File: config.mk
export PLATFORM = sky130hd
export DESIGN_NAME = rv_alu_core
export DESIGN_NICKNAME = d
export VERILOG_FILES = /design/src/hdl/rv_core_pkg.sv /design/src/hdl/alu_execute.sv /design/src/hdl/inst_decode.sv /design/src/hdl/inst_queue.sv /design/src/hdl/reg_file.sv /design/src/hdl/result_writeback.sv /design/src/hdl/rv_alu_core.sv
export SDC_FILE = /design/constraint.sdc
export NUM_CORES = 2
export LEC_CHECK = 0
export BUFFER_PORTS_ARGS = -buffer_cell sky130_fd_sc_hd__buf_2
export CORE_MARGIN = 4
export CORE_UTILIZATION = 58
export DETAILED_ROUTE_END_ITERATION = 12
export GPL_TIMING_DRIVEN = 0
export PLACE_DENSITY = 0.77
export SKIP_LAST_GASP = 1
export SLEW_MARGIN = 20
export SYNTH_ARGS = -nofsm -noshare
export SYNTH_HDL_FRONTEND = slang
export SYNTH_SLANG_ARGS = --single-unit
File: constraint.sdc
create_clock -name clk -period 4.7 [get_ports clk]
set_input_delay 0.94 -clock clk [delete_from_list [all_inputs] [get_ports clk]]
set_output_delay 0.94 -clock clk [all_outputs]
set_load 0.1 [all_outputs]
File: src/hdl/rv_core_pkg.sv
package rv_core_pkg;

    localparam int xlen       = 32;
    localparam int reg_addr_w = 5;

    // opcodes of the two supported groups
    localparam logic [6:0] op_imm = 7'b0010011;
    localparam logic [6:0] op_reg = 7'b0110011;

    // funct3 selections, shared by both groups
    localparam logic [2:0] f3_add_sub = 3'b000;
    localparam logic [2:0] f3_sll     = 3'b001;
    localparam logic [2:0] f3_slt     = 3'b010;
    localparam logic [2:0] f3_sltu    = 3'b011;
    localparam logic [2:0] f3_xor     = 3'b100;
    localparam logic [2:0] f3_srl_sra = 3'b101;
    localparam logic [2:0] f3_or      = 3'b110;
    localparam logic [2:0] f3_and     = 3'b111;

    // selects sub, sra and srai
    localparam logic [6:0] funct7_alt = 7'b0100000;

    typedef enum logic [3:0] {
        alu_add,
        alu_sub,
        alu_sll,
        alu_slt,
        alu_sltu,
        alu_xor,
        alu_srl,
        alu_sra,
        alu_or,
        alu_and
    } alu_op_e;

    // one instruction word, two field layouts
    typedef union packed {
        struct packed {
            logic [11:0]           imm;
            logic [reg_addr_w-1:0] rs1;
            logic [2:0]            funct3;
            logic [reg_addr_w-1:0] rd;
            logic [6:0]            opcode;
        } i_fmt;
        struct packed {
            logic [6:0]            funct7;
            logic [reg_addr_w-1:0] rs2;
            logic [reg_addr_w-1:0] rs1;
            logic [2:0]            funct3;
            logic [reg_addr_w-1:0] rd;
            logic [6:0]            opcode;
        } r_fmt;
    } inst_u;

endpackage

File: src/hdl/alu_execute.sv
module alu_execute (
    input  logic                               clk,
    input  logic                               arst_n_i,
    input  logic                               valid_i,
    input  logic [rv_core_pkg::xlen-1:0]       addr_i,
    input  rv_core_pkg::alu_op_e               op_i,
    input  logic [rv_core_pkg::xlen-1:0]       op1_i,
    input  logic [rv_core_pkg::xlen-1:0]       op2_i,
    input  logic                               wen_i,
    input  logic [rv_core_pkg::reg_addr_w-1:0] rd_i,
    input  logic                               stall_i,
    output logic                               valid_o,
    output logic [rv_core_pkg::xlen-1:0]       addr_o,
    output logic                               wen_o,
    output logic [rv_core_pkg::reg_addr_w-1:0] rd_o,
    output logic [rv_core_pkg::xlen-1:0]       data_o
);
    import rv_core_pkg::*;

    logic [4:0]      shamt;
    logic [xlen-1:0] result;

    // only the low five bits count as shift amount
    assign shamt = op2_i[4:0];

    always_comb begin
        case (op_i)
            alu_add:  result = op1_i + op2_i;
            alu_sub:  result = op1_i - op2_i;
            alu_sll:  result = op1_i << shamt;
            alu_slt:  result = {{(xlen - 1){1'b0}}, ($signed(op1_i) < $signed(op2_i))};
            alu_sltu: result = {{(xlen - 1){1'b0}}, (op1_i < op2_i)};
            alu_xor:  result = op1_i ^ op2_i;
            alu_srl:  result = op1_i >> shamt;
            alu_sra:  result = $signed(op1_i) >>> shamt;
            alu_or:   result = op1_i | op2_i;
            alu_and:  result = op1_i & op2_i;
            default:  result = '0;
        endcase
    end

    // execute/result stage register
    always_ff @(posedge clk or negedge arst_n_i) begin
        if (!arst_n_i) begin
            valid_o <= 1'b0;
            wen_o   <= 1'b0;
        end else if (!stall_i) begin
            valid_o <= valid_i;
            wen_o   <= wen_i;
        end
    end

    always_ff @(posedge clk) begin
        if (!stall_i) begin
            addr_o <= addr_i;
            rd_o   <= rd_i;
            data_o <= result;
        end
    end

endmodule

File: src/hdl/inst_decode.sv
module inst_decode (
    input  logic                               clk,
    input  logic                               arst_n_i,
    input  logic                               valid_i,
    input  rv_core_pkg::inst_u                 inst_i,
    input  logic [rv_core_pkg::xlen-1:0]       addr_i,
    input  logic                               stall_i,
    output logic                               pop_o,
    output logic [rv_core_pkg::reg_addr_w-1:0] rs1_addr_o,
    output logic [rv_core_pkg::reg_addr_w-1:0] rs2_addr_o,
    input  logic [rv_core_pkg::xlen-1:0]       rs1_data_i,
    input  logic [rv_core_pkg::xlen-1:0]       rs2_data_i,
    input  logic                               ex_wen_i,
    input  logic [rv_core_pkg::reg_addr_w-1:0] ex_rd_i,
    input  logic [rv_core_pkg::xlen-1:0]       ex_data_i,
    input  logic                               wb_wen_i,
    input  logic [rv_core_pkg::reg_addr_w-1:0] wb_rd_i,
    input  logic [rv_core_pkg::xlen-1:0]       wb_data_i,
    output logic                               valid_o,
    output logic [rv_core_pkg::xlen-1:0]       addr_o,
    output rv_core_pkg::alu_op_e               op_o,
    output logic [rv_core_pkg::xlen-1:0]       op1_o,
    output logic [rv_core_pkg::xlen-1:0]       op2_o,
    output logic                               wen_o,
    output logic [rv_core_pkg::reg_addr_w-1:0] rd_o
);
    import rv_core_pkg::*;

    alu_op_e         dec_op;
    logic            dec_wen;
    logic            use_rs1;
    logic            use_rs2;
    logic [xlen-1:0] imm_sext;
    logic [xlen-1:0] shamt_zext;
    logic [xlen-1:0] rs1_val;
    logic [xlen-1:0] rs2_val;
    logic [xlen-1:0] dec_op2;
    logic            hazard;

    // ******************************
    // operand forwarding
    // ******************************

    // execute result wins over writeback, writeback over the register file
    function automatic logic [xlen-1:0] fwd_sel(input logic [reg_addr_w-1:0] src,
                                                input logic [xlen-1:0]       rf_val);
        logic [xlen-1:0] val;
        if (src == '0) begin
            val = '0;
        end else if (ex_wen_i && (ex_rd_i == src)) begin
            val = ex_data_i;
        end else if (wb_wen_i && (wb_rd_i == src)) begin
            val = wb_data_i;
        end else begin
            val = rf_val;
        end
        return val;
    endfunction

    assign rs1_addr_o = inst_i.i_fmt.rs1;
    assign rs2_addr_o = inst_i.r_fmt.rs2;
    assign rs1_val    = fwd_sel(rs1_addr_o, rs1_data_i);
    assign rs2_val    = fwd_sel(rs2_addr_o, rs2_data_i);
    assign imm_sext   = {{(xlen - 12){inst_i.i_fmt.imm[11]}}, inst_i.i_fmt.imm};
    assign shamt_zext = {{(xlen - 5){1'b0}}, inst_i.i_fmt.imm[4:0]};

    // ******************************
    // opcode and function decode
    // ******************************

    always_comb begin
        dec_op  = alu_add;
        dec_wen = 1'b0;
        use_rs1 = 1'b0;
        use_rs2 = 1'b0;
        dec_op2 = '0;
        case (inst_i.i_fmt.opcode)
            op_imm: begin
                dec_wen = 1'b1;
                use_rs1 = 1'b1;
                dec_op2 = imm_sext;
                case (inst_i.i_fmt.funct3)
                    f3_add_sub: dec_op = alu_add;
                    f3_slt:     dec_op = alu_slt;
                    f3_sltu:    dec_op = alu_sltu;
                    f3_xor:     dec_op = alu_xor;
                    f3_or:      dec_op = alu_or;
                    f3_and:     dec_op = alu_and;
                    f3_sll: begin
                        dec_op  = alu_sll;
                        dec_op2 = shamt_zext;
                    end
                    default: begin
                        // srli or srai, told apart by the upper immediate bits
                        dec_op2 = shamt_zext;
                        if (inst_i.i_fmt.imm[11:5] == funct7_alt) begin
                            dec_op = alu_sra;
                        end else begin
                            dec_op = alu_srl;
                        end
                    end
                endcase
            end
            op_reg: begin
                if ((inst_i.r_fmt.funct7 == '0) || (inst_i.r_fmt.funct7 == funct7_alt)) begin
                    dec_wen = 1'b1;
                    use_rs1 = 1'b1;
                    use_rs2 = 1'b1;
                    dec_op2 = rs2_val;
                    case (inst_i.r_fmt.funct3)
                        f3_sll:  dec_op = alu_sll;
                        f3_slt:  dec_op = alu_slt;
                        f3_sltu: dec_op = alu_sltu;
                        f3_xor:  dec_op = alu_xor;
                        f3_or:   dec_op = alu_or;
                        f3_and:  dec_op = alu_and;
                        f3_add_sub: begin
                            dec_op = (inst_i.r_fmt.funct7 == funct7_alt) ? alu_sub : alu_add;
                        end
                        default: begin
                            dec_op = (inst_i.r_fmt.funct7 == funct7_alt) ? alu_sra : alu_srl;
                        end
                    endcase
                end
            end
            default: begin
                // unsupported word, retired later as a bubble
                dec_wen = 1'b0;
            end
        endcase
    end

    // the producer one ahead has no result yet, so hold the word for a cycle
    assign hazard = wen_o && (rd_o != '0) &&
                    ((use_rs1 && (rs1_addr_o == rd_o)) || (use_rs2 && (rs2_addr_o == rd_o)));
    assign pop_o  = valid_i && !stall_i && !hazard;

    // ******************************
    // decode/execute stage register
    // ******************************

    always_ff @(posedge clk or negedge arst_n_i) begin
        if (!arst_n_i) begin
            valid_o <= 1'b0;
            wen_o   <= 1'b0;
        end else if (!stall_i) begin
            valid_o <= pop_o;
            wen_o   <= pop_o && dec_wen;
        end
    end

    always_ff @(posedge clk) begin
        if (!stall_i) begin
            addr_o <= addr_i;
            op_o   <= dec_op;
            op1_o  <= use_rs1 ? rs1_val : '0;
            op2_o  <= dec_op2;
            rd_o   <= inst_i.i_fmt.rd;
        end
    end

    // a queued word waits at the head until decode takes it
    assert property (@(posedge clk) disable iff (!arst_n_i)
        (valid_i && !pop_o) |=> (valid_i && $stable(inst_i) && $stable(addr_i)))
        else $error("queue head changed before decode took it");

endmodule

File: src/hdl/inst_queue.sv
module inst_queue #(
    parameter int QUEUE_DEPTH = 4
) (
    input  logic                         clk,
    input  logic                         arst_n_i,
    input  logic                         push_i,
    input  rv_core_pkg::inst_u           inst_i,
    input  logic [rv_core_pkg::xlen-1:0] addr_i,
    input  logic                         pop_i,
    output logic                         valid_o,
    output rv_core_pkg::inst_u           inst_o,
    output logic [rv_core_pkg::xlen-1:0] addr_o
);
    import rv_core_pkg::*;

    localparam int ptr_w = (QUEUE_DEPTH > 1) ? $clog2(QUEUE_DEPTH) : 1;
    localparam int cnt_w = $clog2(QUEUE_DEPTH + 1);

    inst_u            inst_mem [QUEUE_DEPTH];
    logic [xlen-1:0]  addr_mem [QUEUE_DEPTH];
    logic [ptr_w-1:0] wr_ptr;
    logic [ptr_w-1:0] rd_ptr;
    logic [cnt_w-1:0] count;
    logic             full;
    logic             do_push;
    logic             do_pop;

    assign full    = (count == cnt_w'(QUEUE_DEPTH));
    assign valid_o = (count != '0);
    assign do_push = push_i && !full;
    assign do_pop  = pop_i && valid_o;
    assign inst_o  = inst_mem[rd_ptr];
    assign addr_o  = addr_mem[rd_ptr];

    always_ff @(posedge clk or negedge arst_n_i) begin
        if (!arst_n_i) begin
            wr_ptr <= '0;
            rd_ptr <= '0;
            count  <= '0;
        end else begin
            if (do_push) begin
                wr_ptr <= (wr_ptr == ptr_w'(QUEUE_DEPTH - 1)) ? '0 : wr_ptr + 1'b1;
            end
            if (do_pop) begin
                rd_ptr <= (rd_ptr == ptr_w'(QUEUE_DEPTH - 1)) ? '0 : rd_ptr + 1'b1;
            end
            count <= count + cnt_w'(do_push) - cnt_w'(do_pop);
        end
    end

    always_ff @(posedge clk) begin
        if (do_push) begin
            inst_mem[wr_ptr] <= inst_i;
            addr_mem[wr_ptr] <= addr_i;
        end
    end

    // sender credits must keep the queue from overflowing
    assert property (@(posedge clk) disable iff (!arst_n_i) full |-> !push_i)
        else $error("push into a full instruction queue");

    // decode only pops an entry it has seen
    assert property (@(posedge clk) disable iff (!arst_n_i) pop_i |-> valid_o)
        else $error("pop from an empty instruction queue");

endmodule

File: src/hdl/reg_file.sv
module reg_file (
    input  logic                               clk,
    input  logic                               arst_n_i,
    input  logic [rv_core_pkg::reg_addr_w-1:0] rs1_addr_i,
    input  logic [rv_core_pkg::reg_addr_w-1:0] rs2_addr_i,
    output logic [rv_core_pkg::xlen-1:0]       rs1_data_o,
    output logic [rv_core_pkg::xlen-1:0]       rs2_data_o,
    input  logic                               wen_i,
    input  logic [rv_core_pkg::reg_addr_w-1:0] rd_i,
    input  logic [rv_core_pkg::xlen-1:0]       wdata_i
);
    import rv_core_pkg::*;

    localparam int num_regs = 1 << reg_addr_w;

    logic [xlen-1:0] regs [num_regs];

    // x0 reads as zero whatever the array holds
    assign rs1_data_o = (rs1_addr_i == '0) ? '0 : regs[rs1_addr_i];
    assign rs2_data_o = (rs2_addr_i == '0) ? '0 : regs[rs2_addr_i];

    always_ff @(posedge clk or negedge arst_n_i) begin
        if (!arst_n_i) begin
            for (int i = 0; i < num_regs; i++) begin
                regs[i] <= '0;
            end
        end else if (wen_i && (rd_i != '0)) begin
            regs[rd_i] <= wdata_i;
        end
    end

endmodule

File: src/hdl/result_writeback.sv
module result_writeback #(
    parameter int RET_CREDITS = 2
) (
    input  logic                               clk,
    input  logic                               arst_n_i,
    input  logic                               valid_i,
    input  logic [rv_core_pkg::xlen-1:0]       addr_i,
    input  logic                               wen_i,
    input  logic [rv_core_pkg::reg_addr_w-1:0] rd_i,
    input  logic [rv_core_pkg::xlen-1:0]       data_i,
    input  logic                               ret_credit_i,
    output logic                               stall_o,
    output logic                               rf_wen_o,
    output logic [rv_core_pkg::reg_addr_w-1:0] rf_rd_o,
    output logic [rv_core_pkg::xlen-1:0]       rf_data_o,
    output logic                               ret_valid_o,
    output logic [rv_core_pkg::xlen-1:0]       ret_addr_o,
    output logic [rv_core_pkg::reg_addr_w-1:0] ret_rd_o,
    output logic                               ret_wen_o,
    output logic [rv_core_pkg::xlen-1:0]       ret_data_o
);

    localparam int cnt_w = $clog2(RET_CREDITS + 1);

    logic [cnt_w-1:0] credit_cnt;
    logic             retire;

    // retire needs a sink credit, otherwise the whole pipe waits
    assign retire  = valid_i && (credit_cnt != '0);
    assign stall_o = valid_i && (credit_cnt == '0);

    assign ret_valid_o = retire;
    assign ret_addr_o  = addr_i;
    assign ret_rd_o    = rd_i;
    assign ret_wen_o   = wen_i;
    assign ret_data_o  = data_i;

    // register file write lands at the next edge
    assign rf_wen_o  = retire && wen_i;
    assign rf_rd_o   = rd_i;
    assign rf_data_o = data_i;

    always_ff @(posedge clk or negedge arst_n_i) begin
        if (!arst_n_i) begin
            credit_cnt <= cnt_w'(RET_CREDITS);
        end else begin
            credit_cnt <= credit_cnt - cnt_w'(retire) + cnt_w'(ret_credit_i);
        end
    end

    // the sink may only return what was spent
    assert property (@(posedge clk) disable iff (!arst_n_i) credit_cnt <= RET_CREDITS)
        else $error("retire credit count above its initial value");

endmodule

File: src/hdl/rv_alu_core.sv
module rv_alu_core #(
    parameter int QUEUE_DEPTH = 4,
    parameter int RET_CREDITS = 2
) (
    input  logic                               clk,
    input  logic                               arst_n_i,
    input  logic                               inst_valid_i,
    input  rv_core_pkg::inst_u                 inst_i,
    input  logic [rv_core_pkg::xlen-1:0]       inst_addr_i,
    output logic                               inst_credit_o,
    input  logic                               ret_credit_i,
    output logic                               ret_valid_o,
    output logic [rv_core_pkg::xlen-1:0]       ret_addr_o,
    output logic [rv_core_pkg::reg_addr_w-1:0] ret_rd_o,
    output logic                               ret_wen_o,
    output logic [rv_core_pkg::xlen-1:0]       ret_data_o
);
    import rv_core_pkg::*;

    // ******************************
    // stage interconnect
    // ******************************

    logic                  q_valid;
    inst_u                 q_inst;
    logic [xlen-1:0]       q_addr;
    logic                  q_pop;
    logic [reg_addr_w-1:0] rs1_addr;
    logic [reg_addr_w-1:0] rs2_addr;
    logic [xlen-1:0]       rs1_data;
    logic [xlen-1:0]       rs2_data;
    logic                  id_valid;
    logic [xlen-1:0]       id_addr;
    alu_op_e               id_op;
    logic [xlen-1:0]       id_op1;
    logic [xlen-1:0]       id_op2;
    logic                  id_wen;
    logic [reg_addr_w-1:0] id_rd;
    logic                  ex_valid;
    logic [xlen-1:0]       ex_addr;
    logic                  ex_wen;
    logic [reg_addr_w-1:0] ex_rd;
    logic [xlen-1:0]       ex_data;
    logic                  wb_wen;
    logic [reg_addr_w-1:0] wb_rd;
    logic [xlen-1:0]       wb_data;
    logic                  stall;

    // each pop frees one queue slot for the sender
    assign inst_credit_o = q_pop;

    inst_queue #(.QUEUE_DEPTH(QUEUE_DEPTH)) u_queue (
        .clk(clk), .arst_n_i(arst_n_i), .push_i(inst_valid_i), .inst_i(inst_i),
        .addr_i(inst_addr_i), .pop_i(q_pop), .valid_o(q_valid), .inst_o(q_inst),
        .addr_o(q_addr)
    );

    reg_file u_regs (
        .clk(clk), .arst_n_i(arst_n_i), .rs1_addr_i(rs1_addr), .rs2_addr_i(rs2_addr),
        .rs1_data_o(rs1_data), .rs2_data_o(rs2_data), .wen_i(wb_wen), .rd_i(wb_rd),
        .wdata_i(wb_data)
    );

    inst_decode u_decode (
        .clk(clk), .arst_n_i(arst_n_i), .valid_i(q_valid), .inst_i(q_inst), .addr_i(q_addr),
        .stall_i(stall), .pop_o(q_pop), .rs1_addr_o(rs1_addr), .rs2_addr_o(rs2_addr),
        .rs1_data_i(rs1_data), .rs2_data_i(rs2_data),
        .ex_wen_i(ex_wen), .ex_rd_i(ex_rd), .ex_data_i(ex_data),
        .wb_wen_i(wb_wen), .wb_rd_i(wb_rd), .wb_data_i(wb_data),
        .valid_o(id_valid), .addr_o(id_addr), .op_o(id_op), .op1_o(id_op1),
        .op2_o(id_op2), .wen_o(id_wen), .rd_o(id_rd)
    );

    alu_execute u_execute (
        .clk(clk), .arst_n_i(arst_n_i), .valid_i(id_valid), .addr_i(id_addr), .op_i(id_op),
        .op1_i(id_op1), .op2_i(id_op2), .wen_i(id_wen), .rd_i(id_rd), .stall_i(stall),
        .valid_o(ex_valid), .addr_o(ex_addr), .wen_o(ex_wen), .rd_o(ex_rd), .data_o(ex_data)
    );

    result_writeback #(.RET_CREDITS(RET_CREDITS)) u_writeback (
        .clk(clk), .arst_n_i(arst_n_i), .valid_i(ex_valid), .addr_i(ex_addr),
        .wen_i(ex_wen), .rd_i(ex_rd), .data_i(ex_data), .ret_credit_i(ret_credit_i),
        .stall_o(stall), .rf_wen_o(wb_wen), .rf_rd_o(wb_rd), .rf_data_o(wb_data),
        .ret_valid_o(ret_valid_o), .ret_addr_o(ret_addr_o), .ret_rd_o(ret_rd_o),
        .ret_wen_o(ret_wen_o), .ret_data_o(ret_data_o)
    );

endmodule

==> results by group <==
Synthesis
  • Mapped Nets: between 6000 and 7000
  • FF+latch count, synth: between 1000 and 1500
  • Mean Syn Cell Area: about 12 sq um
  • Asr flop ratio synth: 70.7%
  • Ys Warns: 0
  • Post-Syn Area: 79900 sq um
  • Synth cell types: between 90 and 100
  • Register area share after synthesis: roughly half
  • Post-synth EDFFs: between 400 and 500
  • Cells after synthesis: 6538
  • Main flop type after synthesis: dfrtp_1

Min path
  • Worst Hold End: u_queue.inst_mem[1][30]
  • Hold path start: inst_i[30]
  • Hold WC Path Type: in2reg
  • Hold Path Stages: 1

Global route
  • GR Overflow Total: 0
  • Vias in the first global route: 62400
  • Tot GR Track Use: 43.5%
  • First-pass GRT wire length: ~440 mm
  • Pin count of the biggest net entering global routing: between 100 and 150
  • Initial antenna violation count: 15

Route
  • Drt initial violations: ~9000
  • First-pass DRT Iterations: 10
  • Vias: approximately 63000
  • Wire per inst: around 36 um
  • Via density: 7.14
  • DRT Wirelength: 314 mm
  • DRC viols: 0
  • Routed Antenna Nets: 0

Die
  • Core area: 136000 sq um
  • Chip Height: around 380 um
  • Num rows: between 100 and 150
  • I/O Pins: 140
  • Die area: ~140000 sq um
  • DIE WIDTH: approximately 380 um
  • Initial Util: between 50% and 60%

Placement
  • GP Congestion: 1.06
  • IO buf count: 139
  • Post-Place Worst Slack: -1.93 ns
  • DP Cell Count: ~8500
  • DPL Wire Length: 232 mm

Critical path
  • Reg2Reg Setup Slack: -0.17 ns
  • Top fanout value on the critical path: 10
  • Top cell by count, worst path: buf_2
  • Cell chain of the critical path: buf_6, mux4_2, buf_2, buf_2, buf_2, buf_4, mux4_2, nand2_1, a311oi_1, nor2_1, o31ai_1
  • Required time worst endpoint: approximately 5.3 ns
  • Setup crit end kind: flip-flop
  • Delay-heaviest family, CP: buffers and inverters
  • Critical Path Max Stage Delay: 0.96 ns
  • Reg2reg start: u_queue.rd_ptr[0]
  • Critical path buffer and inverter count: 5
  • Worst path slowest cell: a311oi_1
  • Crit Path Class: reg2reg
  • Critical Path Source Type: flip-flop
  • Worst Reg-to-Reg Cells: 11
  • Reg-to-reg endpoint: u_decode.op2_o[27]
  • Crit path DAT: about 5.5 ns

STA
  • Rel. slew slack: 13.2%
  • Crit share post-route: 104%
  • Worst Slack Setup Final: -0.167 ns
  • Setup-failing EPs final: 12
  • Count of final hold-check violations: 0
  • Worst Tran Pin Value: approximately 1.3 ns
  • Fin Setup TNS: -0.954 ns
  • RSZ-0062 raised after global routing: yes
  • Fmax: ~200 MHz
  • Slew Viols, Final: 0
  • Setup Skew: 0.0569 ns
  • Post-route minimum period: between 4 and 5 ns

Power
  • Final Power: between 70 and 80 mW
  • Power share of the clock group: around 17%
  • Sequential share of power: approximately 29%
  • P_int: 36.7 mW
  • Combinational Power Share: between 50% and 60%
  • Leak Pwr: 37.7 nW
  • Max VDD drop: approximately 0.00042 V
  • Sw Ratio: 49.4%
  • Pwr dens: ~820 nW/um^2
  • Psw: roughly 36 mW

Cells and area
  • Nets: between 7000 and 8000
  • Most frequent cells in the layout: dfrtp_1, mux2_2, nand2_1
  • Finished Layout Cells: 8766
  • Layout area overhead: 11.3%
  • Layout cell share with drive strength beyond 1: 29.7%
  • Most common cell after layout, fill and taps aside: dfrtp_1

Clock tree
  • Clock root cell: clkbuf_16
  • Clock slew seen by the registers of the worst setup and hold paths: around 0.060 ns
  • H-tree Lvls: 4
  • CTS Sinks: 1467
  • CTS Buf Count: ~160
  • Clock Tree Buf Depth: 3
  • Worst skew pair latency: about 0.84 ns
  • CTS tree: yes

Run status
  • Violated checks: setup timing
  • Status: complete, but fails checks

Job
  • Max-cap violations: 0
-- flip-flops by register name (all words and copies together) (netlist names), 2 cells and up --
signal,flops
u_queue.inst_mem,128
u_regs.regs,1024
u_execute.data_o,32
u_decode.op1_o,32
u_queue.rd_ptr,2
u_queue.addr_mem,128
u_decode.op2_o,32
u_queue.count,3
u_decode.op_o,4
u_decode.rd_o,5
u_execute.rd_o,5
u_decode.addr_o,32
u_queue.wr_ptr,2
u_writeback.credit_cnt,2
u_execute.addr_o,32
-- layer usage --
layer  vias to the layer above  GRT usage, %  wire length, um
li1                      25100             -                -
met1                     31600          54.5           112000
met2                      4656          65.0           138000
met3                      1181          14.3            38300
met4                         4          28.8            25400
met5                         -             0               27
-- repair_timing --
action	4_1_cts	5_1_grt
cloned	0	0
endpoints found under the setup margin	68	60
hold buffers	1	0
resized for setup	51	65
setup buffers	4	0
pin swaps	1	0
endpoints found under the hold margin	23	0
-- power groups by stage --
| stage | Combinational, mW | Clock, mW | Sequential [mW] |
|---|---|---|---|
| 2_1_floorplan | 20.8 | 0 | 22.1 |
| 3_3_place_gp | 35.7 | 0 | 21.2 |
| 3_5_place_dp | 36.4 | 0 | 21.3 |
| 4_1_cts | 36.9 | 12.4 | 21.1 |
| 5_1_grt | 39.7 | 13.0 | 21.6 |
| 6_report | 38.8 | 12.5 | 21.4 |
-- stage by stage --
step | hold slack [ns] | cell area (sq um) | utilization (%)
floorplan | 0.400 | 80000 | -
global placement | 0.401 | 82900 | 60.9
detailed placement | 0.405 | 83400 | 61.3
CTS | 0.274 | 88800 | 65.2
global route | 0.296 | 88900 | 65.3
finish | 0.312 | 89000 | 65.3
-- synthesized netlist by cell type, types with 10 or more instances --
library cell	number	area share (%)
o21ai_1	39	0.24
a21oi_1	231	1.4
a31oi_1	86	0.67
nor4_1	15	0.12
a32oi_1	28	0.31
nor3_1	43	0.27
a221oi_1	27	0.30
mux2_2	1021	14
buf_2	85	0.53
mux4_2	412	12
a22oi_1	52	0.49
nand3_1	135	0.85
buf_1	79	0.37
nor2b_1	52	0.41
inv_1	108	0.51
o2111ai_1	51	0.56
o21ai_0	162	1.0
o221ai_1	39	0.43
a211oi_1	91	0.85
ha_1	106	1.7
nand4_1	14	0.11
xnor2_1	16	0.18
edfxtp_1	430	16
a2111oi_0	34	0.37
a221o_1	15	0.19
buf_6	10	0.14
and3_1	12	0.094
nor2_1	327	1.5
nand2b_1	14	0.11
o21a_1	10	0.094
a21o_1	23	0.22
buf_4	36	0.34
and2_1	43	0.34
mux2i_1	190	2.4
o211ai_1	31	0.29
o31ai_1	19	0.18
clkbuf_1	415	1.9
o21bai_1	16	0.15
a311oi_1	25	0.27
a211o_1	11	0.12
dfrtp_1	1036	32
o22ai_1	22	0.17
xor2_1	11	0.12
nand2_1	803	3.8
-- cells by family (layout without fill, tap and decap cells) --
| logic type | count (synthesis) | in the layout | share of synthesized area [%] |
|---|---|---|---|
| AND/OR/NAND/NOR | 1510 | 1510 | 8.10 |
| multiplexers | 1624 | 1624 | 28.4 |
| flip-flops | 1467 | 1467 | 48.6 |
| AO/OA/AOI/OAI | 1062 | 1062 | 9.01 |
| XOR/XNOR | 27 | 27 | 0.296 |
| adder cells (fa/ha/maj) | 109 | 109 | 1.73 |
| other | 0 | 9 | 0 |
| buffers and inverters | 739 | 1177 | 3.87 |
-- worst max path at each step --
stage                              start                    to  depth (start not counted)  slack, ns
2_1_floorplan  u_writeback.credit_cnt[1]    u_decode.addr_o[0]                          2       0.16
3_3_place_gp                    arst_n_i      u_regs.regs[839]                          1     -19.76
3_5_place_dp           u_decode.op2_o[2]  u_execute.data_o[22]                         16      -1.93
4_1_cts                u_decode.op2_o[2]  u_execute.data_o[22]                         15      -0.05
5_1_grt                u_decode.op2_o[2]  u_execute.data_o[22]                         15      -0.08
6_report               u_queue.rd_ptr[0]    u_decode.op2_o[27]                         11      -0.17
-- cell type report --
cell class	count	area [sq um]
fillers	10200	47200
clock inverters	77	892
diodes	9	22.5
multi-input cells	4332	38400
inverters	114	437
flip-flops and latches	1467	38900
clock buffers	203	4230
well taps	1781	2230
plain buffers	621	2750
repair buffers	162	1180
No activity file was read; power rests on OpenSTA's default activity.
